**src/hw/lnk_consts.svh**
```systemverilog
`ifndef LNK_CONSTS_SVH
`define LNK_CONSTS_SVH

// Cycles the session waits for the peer's answer after a transmission.
`define LNK_TIMEOUT 128

// Transmissions allowed per send, the first one included.
`define LNK_RETRY_MAX 4

// Width of the link event counters.
`define LNK_CNT_W 16

// Width of the transmission count reported per send.
`define LNK_TRY_W 3

`endif
```
**src/hw/lnk_pkg.sv**
```systemverilog
`include "lnk_consts.svh"

package lnk_pkg;

    // Packet types on the link.
    typedef enum logic [3:0] {
        INIT  = 4'b0000,
        ACK   = 4'b0001,
        NAK   = 4'b0010,
        STALL = 4'b0011,
        DATA0 = 4'b1101,
        DATA1 = 4'b1110,
        ERROR = 4'b1111
    } btype_e;

    // Header high nibble carries the complement of the type in the low nibble.
    typedef struct packed {
        logic [7:0]  hdr;
        logic [31:0] payload;
    } frame_t;

    typedef struct packed {
        btype_e      btype;
        logic [31:0] payload;
    } pkt_t;

    typedef enum logic [1:0] {
        NONE    = 2'd0,
        OK      = 2'd1,
        FAILED  = 2'd2,
        TIMEOUT = 2'd3
    } send_status_e;

    typedef struct packed {
        send_status_e          status;
        logic [`LNK_TRY_W-1:0] tries;
    } send_result_t;

    typedef struct packed {
        logic [`LNK_CNT_W-1:0] sends_ok;
        logic [`LNK_CNT_W-1:0] sends_bad;
        logic [`LNK_CNT_W-1:0] rx_good;
        logic [`LNK_CNT_W-1:0] rx_rejected;
    } link_stats_t;

    typedef enum logic [1:0] {
        EVT_SEND        = 2'd0,
        EVT_RX_GOOD     = 2'd1,
        EVT_RX_REJECTED = 2'd2
    } evt_kind_e;

    typedef struct packed {
        logic                  valid;
        evt_kind_e             kind;
        send_status_e          status;
        logic [`LNK_TRY_W-1:0] tries;
    } sess_event_t;

endpackage

```
**src/hw/lnk_top.sv**
```systemverilog
`timescale 1ns/1ps

module lnk_top (
    input  logic                  clk,
    input  logic                  rst,
    input  logic                  send_req,
    input  lnk_pkg::pkt_t         send_pkt,
    output logic                  send_done,
    output lnk_pkg::send_result_t send_result,
    output logic                  read_valid,
    output lnk_pkg::pkt_t         read_pkt,
    input  logic                  read_ack,
    output logic                  tx_valid,
    output lnk_pkg::frame_t       tx_frame,
    input  logic                  tx_ack,
    input  logic                  rx_valid,
    input  lnk_pkg::frame_t       rx_frame,
    output logic                  rx_ack,
    output lnk_pkg::link_stats_t  stats
);

    lnk_pkg::pkt_t        rx_pkt;
    lnk_pkg::pkt_t        tx_pkt;
    logic                 tx_start;
    logic                 tx_busy;
    lnk_pkg::sess_event_t sess_evt;

    lnk_rx_decode u_rx_decode (
        .rx_frame (rx_frame),
        .rx_pkt   (rx_pkt)
    );

    lnk_session u_session (
        .clk        (clk),
        .rst        (rst),
        .send_req   (send_req),
        .send_pkt   (send_pkt),
        .send_done  (send_done),
        .read_valid (read_valid),
        .read_pkt   (read_pkt),
        .read_ack   (read_ack),
        .rx_valid   (rx_valid),
        .rx_pkt     (rx_pkt),
        .rx_ack     (rx_ack),
        .tx_start   (tx_start),
        .tx_pkt     (tx_pkt),
        .tx_busy    (tx_busy),
        .sess_evt   (sess_evt)
    );

    lnk_tx_frame u_tx_frame (
        .clk      (clk),
        .rst      (rst),
        .tx_start (tx_start),
        .tx_pkt   (tx_pkt),
        .tx_busy  (tx_busy),
        .tx_valid (tx_valid),
        .tx_frame (tx_frame),
        .tx_ack   (tx_ack)
    );

    lnk_result u_result (
        .clk         (clk),
        .rst         (rst),
        .sess_evt    (sess_evt),
        .send_result (send_result),
        .stats       (stats)
    );

endmodule

```
**src/hw/lnk_result.sv**
```systemverilog
`timescale 1ns/1ps
`include "lnk_consts.svh"

module lnk_result (
    input  logic                  clk,
    input  logic                  rst,
    input  lnk_pkg::sess_event_t  sess_evt,
    output lnk_pkg::send_result_t send_result,
    output lnk_pkg::link_stats_t  stats
);

    // Counters stick at all ones.
    function automatic logic [`LNK_CNT_W-1:0] sat_inc(input logic [`LNK_CNT_W-1:0] v);
        return (&v) ? v : v + 1'b1;
    endfunction

    always_ff @(posedge clk or posedge rst) begin
        if (rst) begin
            send_result.status <= lnk_pkg::NONE;
            send_result.tries  <= '0;
            stats              <= '0;
        end else if (sess_evt.valid) begin
            case (sess_evt.kind)
                lnk_pkg::EVT_SEND: begin
                    send_result.status <= sess_evt.status;
                    send_result.tries  <= sess_evt.tries;
                    if (sess_evt.status == lnk_pkg::OK) begin
                        stats.sends_ok <= sat_inc(stats.sends_ok);
                    end else begin
                        stats.sends_bad <= sat_inc(stats.sends_bad);
                    end
                end
                lnk_pkg::EVT_RX_GOOD: begin
                    stats.rx_good <= sat_inc(stats.rx_good);
                end
                lnk_pkg::EVT_RX_REJECTED: begin
                    stats.rx_rejected <= sat_inc(stats.rx_rejected);
                end
                default: ;
            endcase
        end
    end

    a_no_wrap: assert property (@(posedge clk) disable iff (rst)
        (stats.sends_ok >= $past(stats.sends_ok)) &&
        (stats.sends_bad >= $past(stats.sends_bad)) &&
        (stats.rx_good >= $past(stats.rx_good)) &&
        (stats.rx_rejected >= $past(stats.rx_rejected)));

endmodule

```
**src/hw/lnk_session.sv**
```systemverilog
`timescale 1ns/1ps
`include "lnk_consts.svh"

module lnk_session (
    input  logic                 clk,
    input  logic                 rst,
    input  logic                 send_req,
    input  lnk_pkg::pkt_t        send_pkt,
    output logic                 send_done,
    output logic                 read_valid,
    output lnk_pkg::pkt_t        read_pkt,
    input  logic                 read_ack,
    input  logic                 rx_valid,
    input  lnk_pkg::pkt_t        rx_pkt,
    output logic                 rx_ack,
    output logic                 tx_start,
    output lnk_pkg::pkt_t        tx_pkt,
    input  logic                 tx_busy,
    output lnk_pkg::sess_event_t sess_evt
);

    localparam int unsigned TIMEOUT = `LNK_TIMEOUT;
    localparam int TO_W = $clog2(TIMEOUT + 1);
    localparam logic [`LNK_TRY_W-1:0] RETRY_MAX = `LNK_RETRY_MAX;

    typedef enum logic [3:0] {
        IDLE,
        SEND_PREP,
        SEND_TX,
        ANS_WAIT,
        ANS_TAKE,
        SEND_DONE,
        READ_TAKE,
        READ_ANS,
        READ_DONE,
        RX_RELEASE
    } state_e;

    state_e                state;
    state_e                next_state;
    state_e                state_goto;
    logic [TO_W-1:0]       time_cnt;
    logic [`LNK_TRY_W-1:0] tx_cnt;
    logic                  rd_mode;
    lnk_pkg::send_status_e status_q;
    lnk_pkg::pkt_t         send_q;
    lnk_pkg::pkt_t         rd_pkt_q;
    logic                  timed_out;
    logic                  rd_good;

    assign timed_out = (state == ANS_WAIT) && !rx_valid && (time_cnt == TO_W'(TIMEOUT - 1));
    assign rd_good   = (rd_pkt_q.btype != lnk_pkg::ERROR);

    assign send_done  = (state == SEND_DONE);
    assign read_valid = (state == READ_DONE);
    assign rx_ack     = (state == RX_RELEASE);
    assign tx_start   = (state == SEND_PREP) || (state == READ_ANS);
    assign read_pkt   = rd_pkt_q;

    // Answer frames carry no payload.
    always_comb begin
        if (rd_mode) begin
            tx_pkt.btype   = rd_good ? lnk_pkg::ACK : lnk_pkg::NAK;
            tx_pkt.payload = '0;
        end else begin
            tx_pkt = send_q;
        end
    end

    always_ff @(posedge clk or posedge rst) begin
        if (rst) begin
            state <= IDLE;
        end else begin
            state <= next_state;
        end
    end

    always_comb begin
        next_state = state;
        case (state)
            IDLE: begin
                if (send_req) next_state = SEND_PREP;
                else if (rx_valid) next_state = READ_TAKE;
            end
            SEND_PREP: next_state = SEND_TX;
            SEND_TX: begin
                if (!tx_busy) begin
                    if (!rd_mode) next_state = ANS_WAIT;
                    else if (rd_good) next_state = READ_DONE;
                    else next_state = IDLE;
                end
            end
            ANS_WAIT: begin
                if (rx_valid) next_state = ANS_TAKE;
                else if (timed_out) next_state = SEND_DONE;
            end
            ANS_TAKE:   next_state = RX_RELEASE;
            RX_RELEASE: if (!rx_valid) next_state = state_goto;
            SEND_DONE:  if (!send_req) next_state = IDLE;
            READ_TAKE:  next_state = RX_RELEASE;
            READ_ANS:   next_state = SEND_TX;
            READ_DONE:  if (read_ack) next_state = IDLE;
            default:    next_state = IDLE;
        endcase
    end

    always_ff @(posedge clk or posedge rst) begin
        if (rst) begin
            state_goto <= IDLE;
            tx_cnt     <= '0;
            rd_mode    <= 1'b0;
            status_q   <= lnk_pkg::NONE;
        end else begin
            case (state)
                IDLE: begin
                    tx_cnt   <= '0;
                    status_q <= lnk_pkg::NONE;
                    if (send_req) rd_mode <= 1'b0;
                    else if (rx_valid) rd_mode <= 1'b1;
                end
                SEND_PREP: tx_cnt <= tx_cnt + 1'b1;
                ANS_TAKE: begin
                    // Anything other than ACK counts as NAK.
                    if (rx_pkt.btype == lnk_pkg::ACK) begin
                        status_q   <= lnk_pkg::OK;
                        state_goto <= SEND_DONE;
                    end else if (tx_cnt < RETRY_MAX) begin
                        state_goto <= SEND_PREP;
                    end else begin
                        status_q   <= lnk_pkg::FAILED;
                        state_goto <= SEND_DONE;
                    end
                end
                READ_TAKE: state_goto <= READ_ANS;
                default: ;
            endcase
        end
    end

    // Tx handshake time is not part of the answer window.
    always_ff @(posedge clk or posedge rst) begin
        if (rst) begin
            time_cnt <= '0;
        end else if (state == ANS_WAIT && next_state == ANS_WAIT) begin
            time_cnt <= time_cnt + 1'b1;
        end else begin
            time_cnt <= '0;
        end
    end

    always_ff @(posedge clk) begin
        if (state == IDLE && send_req) send_q <= send_pkt;
        if (state == READ_TAKE) rd_pkt_q <= rx_pkt;
    end

    // Event is valid in the last cycle before the outcome becomes visible.
    always_comb begin
        sess_evt = '0;
        if (timed_out) begin
            sess_evt.valid  = 1'b1;
            sess_evt.kind   = lnk_pkg::EVT_SEND;
            sess_evt.status = lnk_pkg::TIMEOUT;
            sess_evt.tries  = tx_cnt;
        end else if (state == RX_RELEASE && !rx_valid && state_goto == SEND_DONE) begin
            sess_evt.valid  = 1'b1;
            sess_evt.kind   = lnk_pkg::EVT_SEND;
            sess_evt.status = status_q;
            sess_evt.tries  = tx_cnt;
        end else if (state == SEND_TX && !tx_busy && rd_mode) begin
            sess_evt.valid = 1'b1;
            sess_evt.kind  = rd_good ? lnk_pkg::EVT_RX_GOOD : lnk_pkg::EVT_RX_REJECTED;
        end
    end

    a_done_read_excl: assert property (@(posedge clk) disable iff (rst)
        !(send_done && read_valid));

    a_timeout_bound: assert property (@(posedge clk) disable iff (rst)
        time_cnt <= TO_W'(TIMEOUT));

endmodule

```
**src/hw/lnk_tx_frame.sv**
```systemverilog
`timescale 1ns/1ps

module lnk_tx_frame (
    input  logic            clk,
    input  logic            rst,
    input  logic            tx_start,
    input  lnk_pkg::pkt_t   tx_pkt,
    output logic            tx_busy,
    output logic            tx_valid,
    output lnk_pkg::frame_t tx_frame,
    input  logic            tx_ack
);

    typedef enum logic [1:0] {
        TX_IDLE,
        TX_REQ,
        TX_RELEASE
    } tx_state_e;

    tx_state_e state;

    always_ff @(posedge clk or posedge rst) begin
        if (rst) begin
            state <= TX_IDLE;
        end else begin
            case (state)
                TX_IDLE:    if (tx_start) state <= TX_REQ;
                TX_REQ:     if (tx_ack) state <= TX_RELEASE;
                TX_RELEASE: if (!tx_ack) state <= TX_IDLE;
                default:    state <= TX_IDLE;
            endcase
        end
    end

    // Frame is captured once per start and held through the handshake.
    always_ff @(posedge clk) begin
        if (state == TX_IDLE && tx_start) begin
            tx_frame.hdr     <= {~tx_pkt.btype, tx_pkt.btype};
            tx_frame.payload <= tx_pkt.payload;
        end
    end

    assign tx_valid = (state == TX_REQ);
    assign tx_busy  = (state != TX_IDLE);

    a_frame_stable: assert property (@(posedge clk) disable iff (rst)
        tx_valid && !tx_ack |=> $stable(tx_frame));

endmodule

```
**src/hw/lnk_rx_decode.sv**
```systemverilog
`timescale 1ns/1ps

module lnk_rx_decode (
    input  lnk_pkg::frame_t rx_frame,
    output lnk_pkg::pkt_t   rx_pkt
);

    logic [3:0] raw_type;
    logic       hdr_ok;
    logic       type_ok;

    assign raw_type = rx_frame.hdr[3:0];

    // High nibble must be the bitwise complement of the type.
    assign hdr_ok = (rx_frame.hdr[7:4] == ~raw_type);

    always_comb begin
        case (raw_type)
            lnk_pkg::INIT,
            lnk_pkg::ACK,
            lnk_pkg::NAK,
            lnk_pkg::STALL,
            lnk_pkg::DATA0,
            lnk_pkg::DATA1,
            lnk_pkg::ERROR: type_ok = 1'b1;
            default:        type_ok = 1'b0;
        endcase
    end

    always_comb begin
        if (hdr_ok && type_ok) begin
            rx_pkt.btype   = lnk_pkg::btype_e'(raw_type);
            rx_pkt.payload = rx_frame.payload;
        end else begin
            // Malformed header, payload is not trusted.
            rx_pkt.btype   = lnk_pkg::ERROR;
            rx_pkt.payload = '0;
        end
    end

endmodule

```
**config.mk**
```make
export PLATFORM = sky130hd
export DESIGN_NAME = lnk_top
export DESIGN_NICKNAME = d
export VERILOG_FILES = /design/src/hw/lnk_pkg.sv /design/src/hw/lnk_top.sv /design/src/hw/lnk_result.sv /design/src/hw/lnk_session.sv /design/src/hw/lnk_tx_frame.sv /design/src/hw/lnk_rx_decode.sv
export VERILOG_INCLUDE_DIRS = /design/src /design/src/hw
export SDC_FILE = /design/constraint.sdc
export NUM_CORES = 1
export LEC_CHECK = 0
export ABC_AREA = 1
export BUFFER_PORTS_ARGS = -buffer_cell sky130_fd_sc_hd__buf_4
export CAP_MARGIN = 20
export CORE_ASPECT_RATIO = 1.25
export CORE_UTILIZATION = 48
export DETAILED_ROUTE_END_ITERATION = 12
export PLACE_DENSITY = 0.76
export SLEW_MARGIN = 15
export SYNTH_ARGS = -nofsm -noshare
export SYNTH_HDL_FRONTEND = slang
export SYNTH_SLANG_ARGS = --single-unit
```
**constraint.sdc**
```tcl
create_clock -name clk -period 3.75 [get_ports clk]
set_input_delay 0.75 -clock clk [delete_from_list [all_inputs] [get_ports clk]]
set_output_delay 0.75 -clock clk [all_outputs]
set_load 0.01 [all_outputs]
```
==> run summary <==
Total CTS buffers - 21
HPWL after detailed placement - 14950 µm
EDFF count, synth - 112
Post-synth cell types - 38
CTS max path bufs - 3
Final ANT Viol Nets - 0
Synthesized Nets - 1078
Clock sinks - 204
H-tree lvl count - 1
Worst reg-to-reg setup slack - 1.60 ns
Ys async rst share - 45.10%
Worst Tran Pin Value - 0.7861 ns
Achievable Freq - 424.1 MHz
#FFs+latches synth - 204
Largest net degree at the start of global routing - 47
Unrepaired setup endpoints after global routing - no
NumNets Final - 1321
Worst skew pair latency - 0.49 ns
IO Count - 231
Chip height - 158.3 µm
Number of remaining DRC errors - 0
Mapped Area - 9378 µm²
Final Setup Violations - 0
Area contributors post-synth - edfxtp_1 (36%), dfrtp_1 (25%), nand2_1 (10%)
Register Area - 5665 µm²
FP Rows - 56
Final min period - 2.358 ns
Most common cell in the netlist - nand2_1
Width of the die - 127.0 µm
Pins Over Slew Limit - 0
Area growth from synthesis to layout - 28.33%
Arr. time, crit path - 1.61 ns
Synth area leader - edfxtp_1
Clock share of power - 32.2%
Layout cell share with drive strength beyond 1 - 24.54%
Period utilization - 62.87%
Sequential area share after synthesis - 60.41%
Vias in the first global route - 6880
Total wire length - 20550 µm
Post-Synthesis Cells - 990
Synth warnings - 0
Core footprint - 18920 µm²
RePlAce Congestion - 0.8926
IO buf count - 230
Sw Pwr - 1.750 mW
RR Startpoint - u_session.state[0]$_DFF_PP0_
FF-to-FF path depth - 9
Fillers - 1543
Critical path startpoint category - flip-flop
Via-to-Cell Ratio - 4.888
CP endpoint kind - output port
CP max FO - 4
Critical path class - reg -> out
WL/cell - 13.90 µm
Reg-to-reg endpoint - u_result.stats[9]$_DFFE_PP0P_
CTS tree - done
Yosys top cell area share - 35.86%
Status - complete, no violations
Router iterations before antenna repair - 5
Leakage - 5.682 nW
Ys flop type - edfxtp_1
Clock skew - 0.007102 ns
Starting density of the core - 49.57%
Cts repair resizes - 0
CTS Hold Bufs - 0
Post-Place Cells - 1441
Mean Syn Cell Area - 9.472 µm²
Area of the die - 20100 µm²
# diodes - 0
Switching Fraction - 28.00%
Worst hold path type - in -> async
Fin. Hold Viols - 0
Seq pwr share - 47.8%
Worst-path clk slew - 0.06 ns
Placed Area - 11340 µm²
Setup bufs post-CTS - 0
Top post-synthesis cells by count - nand2_1 (260), inv_1 (141), nor2_1 (140), edfxtp_1 (112), dfrtp_1 (92)
Post-layout instance area - 12030 µm²
TNS Setup - 0 ns
Total internal power - 4.500 mW
Multi-input logic area - 3064 µm²
Remaining global-route overflow - 0
Initial antenna violation count - 0
Fin cells - 1479
Tot GR Track Use - 20.74%
P per Cell Area - 519.4 nW/µm²
Comb power frac - 20.0%
Number of max-cap violations - 0
First-pass GRT wire length - 33190 µm
Routed via count - 7230
VDD IR max - 0.0003775 V
Relative slew margins - 47.53%
Critical Path RT - 3.00 ns
Initial DRC Count - 424
CTS root buffer - clkbuf_16
state kept, by name, indices dropped and copies added, names as in the netlist:
name	count
u_result.send_result	5
u_tx_frame.tx_frame	40
u_session.rd_mode	1
u_result.stats	64
u_session.send_q	36
u_session.read_pkt	36
u_session.state_goto	3
u_session.status_q	2
u_session.tx_cnt	3
u_session.time_cnt	8
u_session.state	4
u_tx_frame.state	2
metrics by stage:
step / setup WS (ns) / util [%] / total power [mW] / hold WS (ns)
2_1_floorplan: 0.1322 / - / 3.712 / 0.4251
6_report: 1.392 / 63.61 / 6.250 / 0.3864
3_3_place_gp: 1.521 / 59.97 / 4.236 / 0.4462
5_1_grt: 1.170 / 63.61 / 6.578 / 0.4080
3_5_place_dp: 1.456 / 59.97 / 4.276 / 0.4520
4_1_cts: 1.348 / 63.51 / 6.307 / 0.4078
critical path: stages, from the launching register on:
cell	delay [ns]
dfrtp_1	0.37
inv_1	0.09
nor2_1	0.23
inv_1	0.10
nor2_1	0.17
buf_4	0.16
logic make-up (layout without fill, tap and decap cells):
| logic type | after synthesis | count (layout) | share of synthesized area [%] |
|---|---|---|---|
| and+or+nand+nor | 526 | 526 | 24.64 |
| DFF | 204 | 204 | 60.41 |
| buffers and inverters | 164 | 421 | 7.045 |
| xor gates and xnor gates | 52 | 52 | 4.857 |
| AOI/OAI and AO/OA | 38 | 38 | 2.242 |
| adders and majority gates | 6 | 6 | 0.8005 |
power groups by stage:
| stage | Sequential, mW | Combinational [mW] | Clock [mW] |
|---|---|---|---|
| floorplan | 3.10 | 0.610 | 0 |
| global placement | 3.02 | 1.22 | 0 |
| detailed placement | 3.03 | 1.24 | 0 |
| CTS | 2.99 | 1.25 | 2.07 |
| global route | 3.02 | 1.40 | 2.15 |
| finish | 2.99 | 1.25 | 2.01 |
worst max path at each step:
stage | start | end | slack, ns | depth (start not counted)
after global placement | u_session.state[3]$_DFF_PP0_ | u_tx_frame.tx_frame[31]$_SDFFCE_PP0P_ | 1.52 | 7
final | u_session.state[2]$_DFF_PP0_ | send_done | 1.39 | 5
after CTS | u_session.state[3]$_DFF_PP0_ | send_done | 1.35 | 4
after floorplan | u_session.state[3]$_DFF_PP0_ | u_session.read_pkt[0]$_SDFFCE_PP0P_ | 0.13 | 3
after detailed placement | rx_frame[35] | u_session.read_pkt[33]$_DFFE_PP_ | 1.46 | 10
after global routing | u_session.state[2]$_DFF_PP0_ | send_done | 1.17 | 5
metal layers:
metal	vias to the layer above	GRT usage (%)	routed length (µm)
met5	-	0	0
met4	0	6.576	452
met3	33	4.267	1349
met2	225	37.65	10560
met1	3351	24.67	8189
li1	3621	-	-
cells in the final DEF, fill, tap and decap left out, types with 5 or more instances in the layout:
cell type / instances
nand2_2: 6
dfrtp_1: 92
nor2_1: 139
nand2_1: 260
ha_1: 6
nand4_1: 20
clkbuf_16: 21
buf_4: 236
nor3_1: 19
xor2_1: 27
nor2_2: 6
inv_1: 140
edfxtp_1: 112
a21oi_1: 5
xnor2_1: 25
o21ai_0: 23
nand3_1: 53
inv_2: 6
layout make-up:
| class | count | share of cell area, % |
|---|---|---|
| flip-flops and latches | 204 | 47.08 |
| multi-input cells | 622 | 25.46 |
| repair buffers | 237 | 14.89 |
| clock buffers | 28 | 4.918 |
| inverters | 147 | 4.596 |
| well taps | 232 | 2.412 |
| clock inverters | 9 | 0.6446 |
No activity file was read; power rests on OpenSTA's default activity.
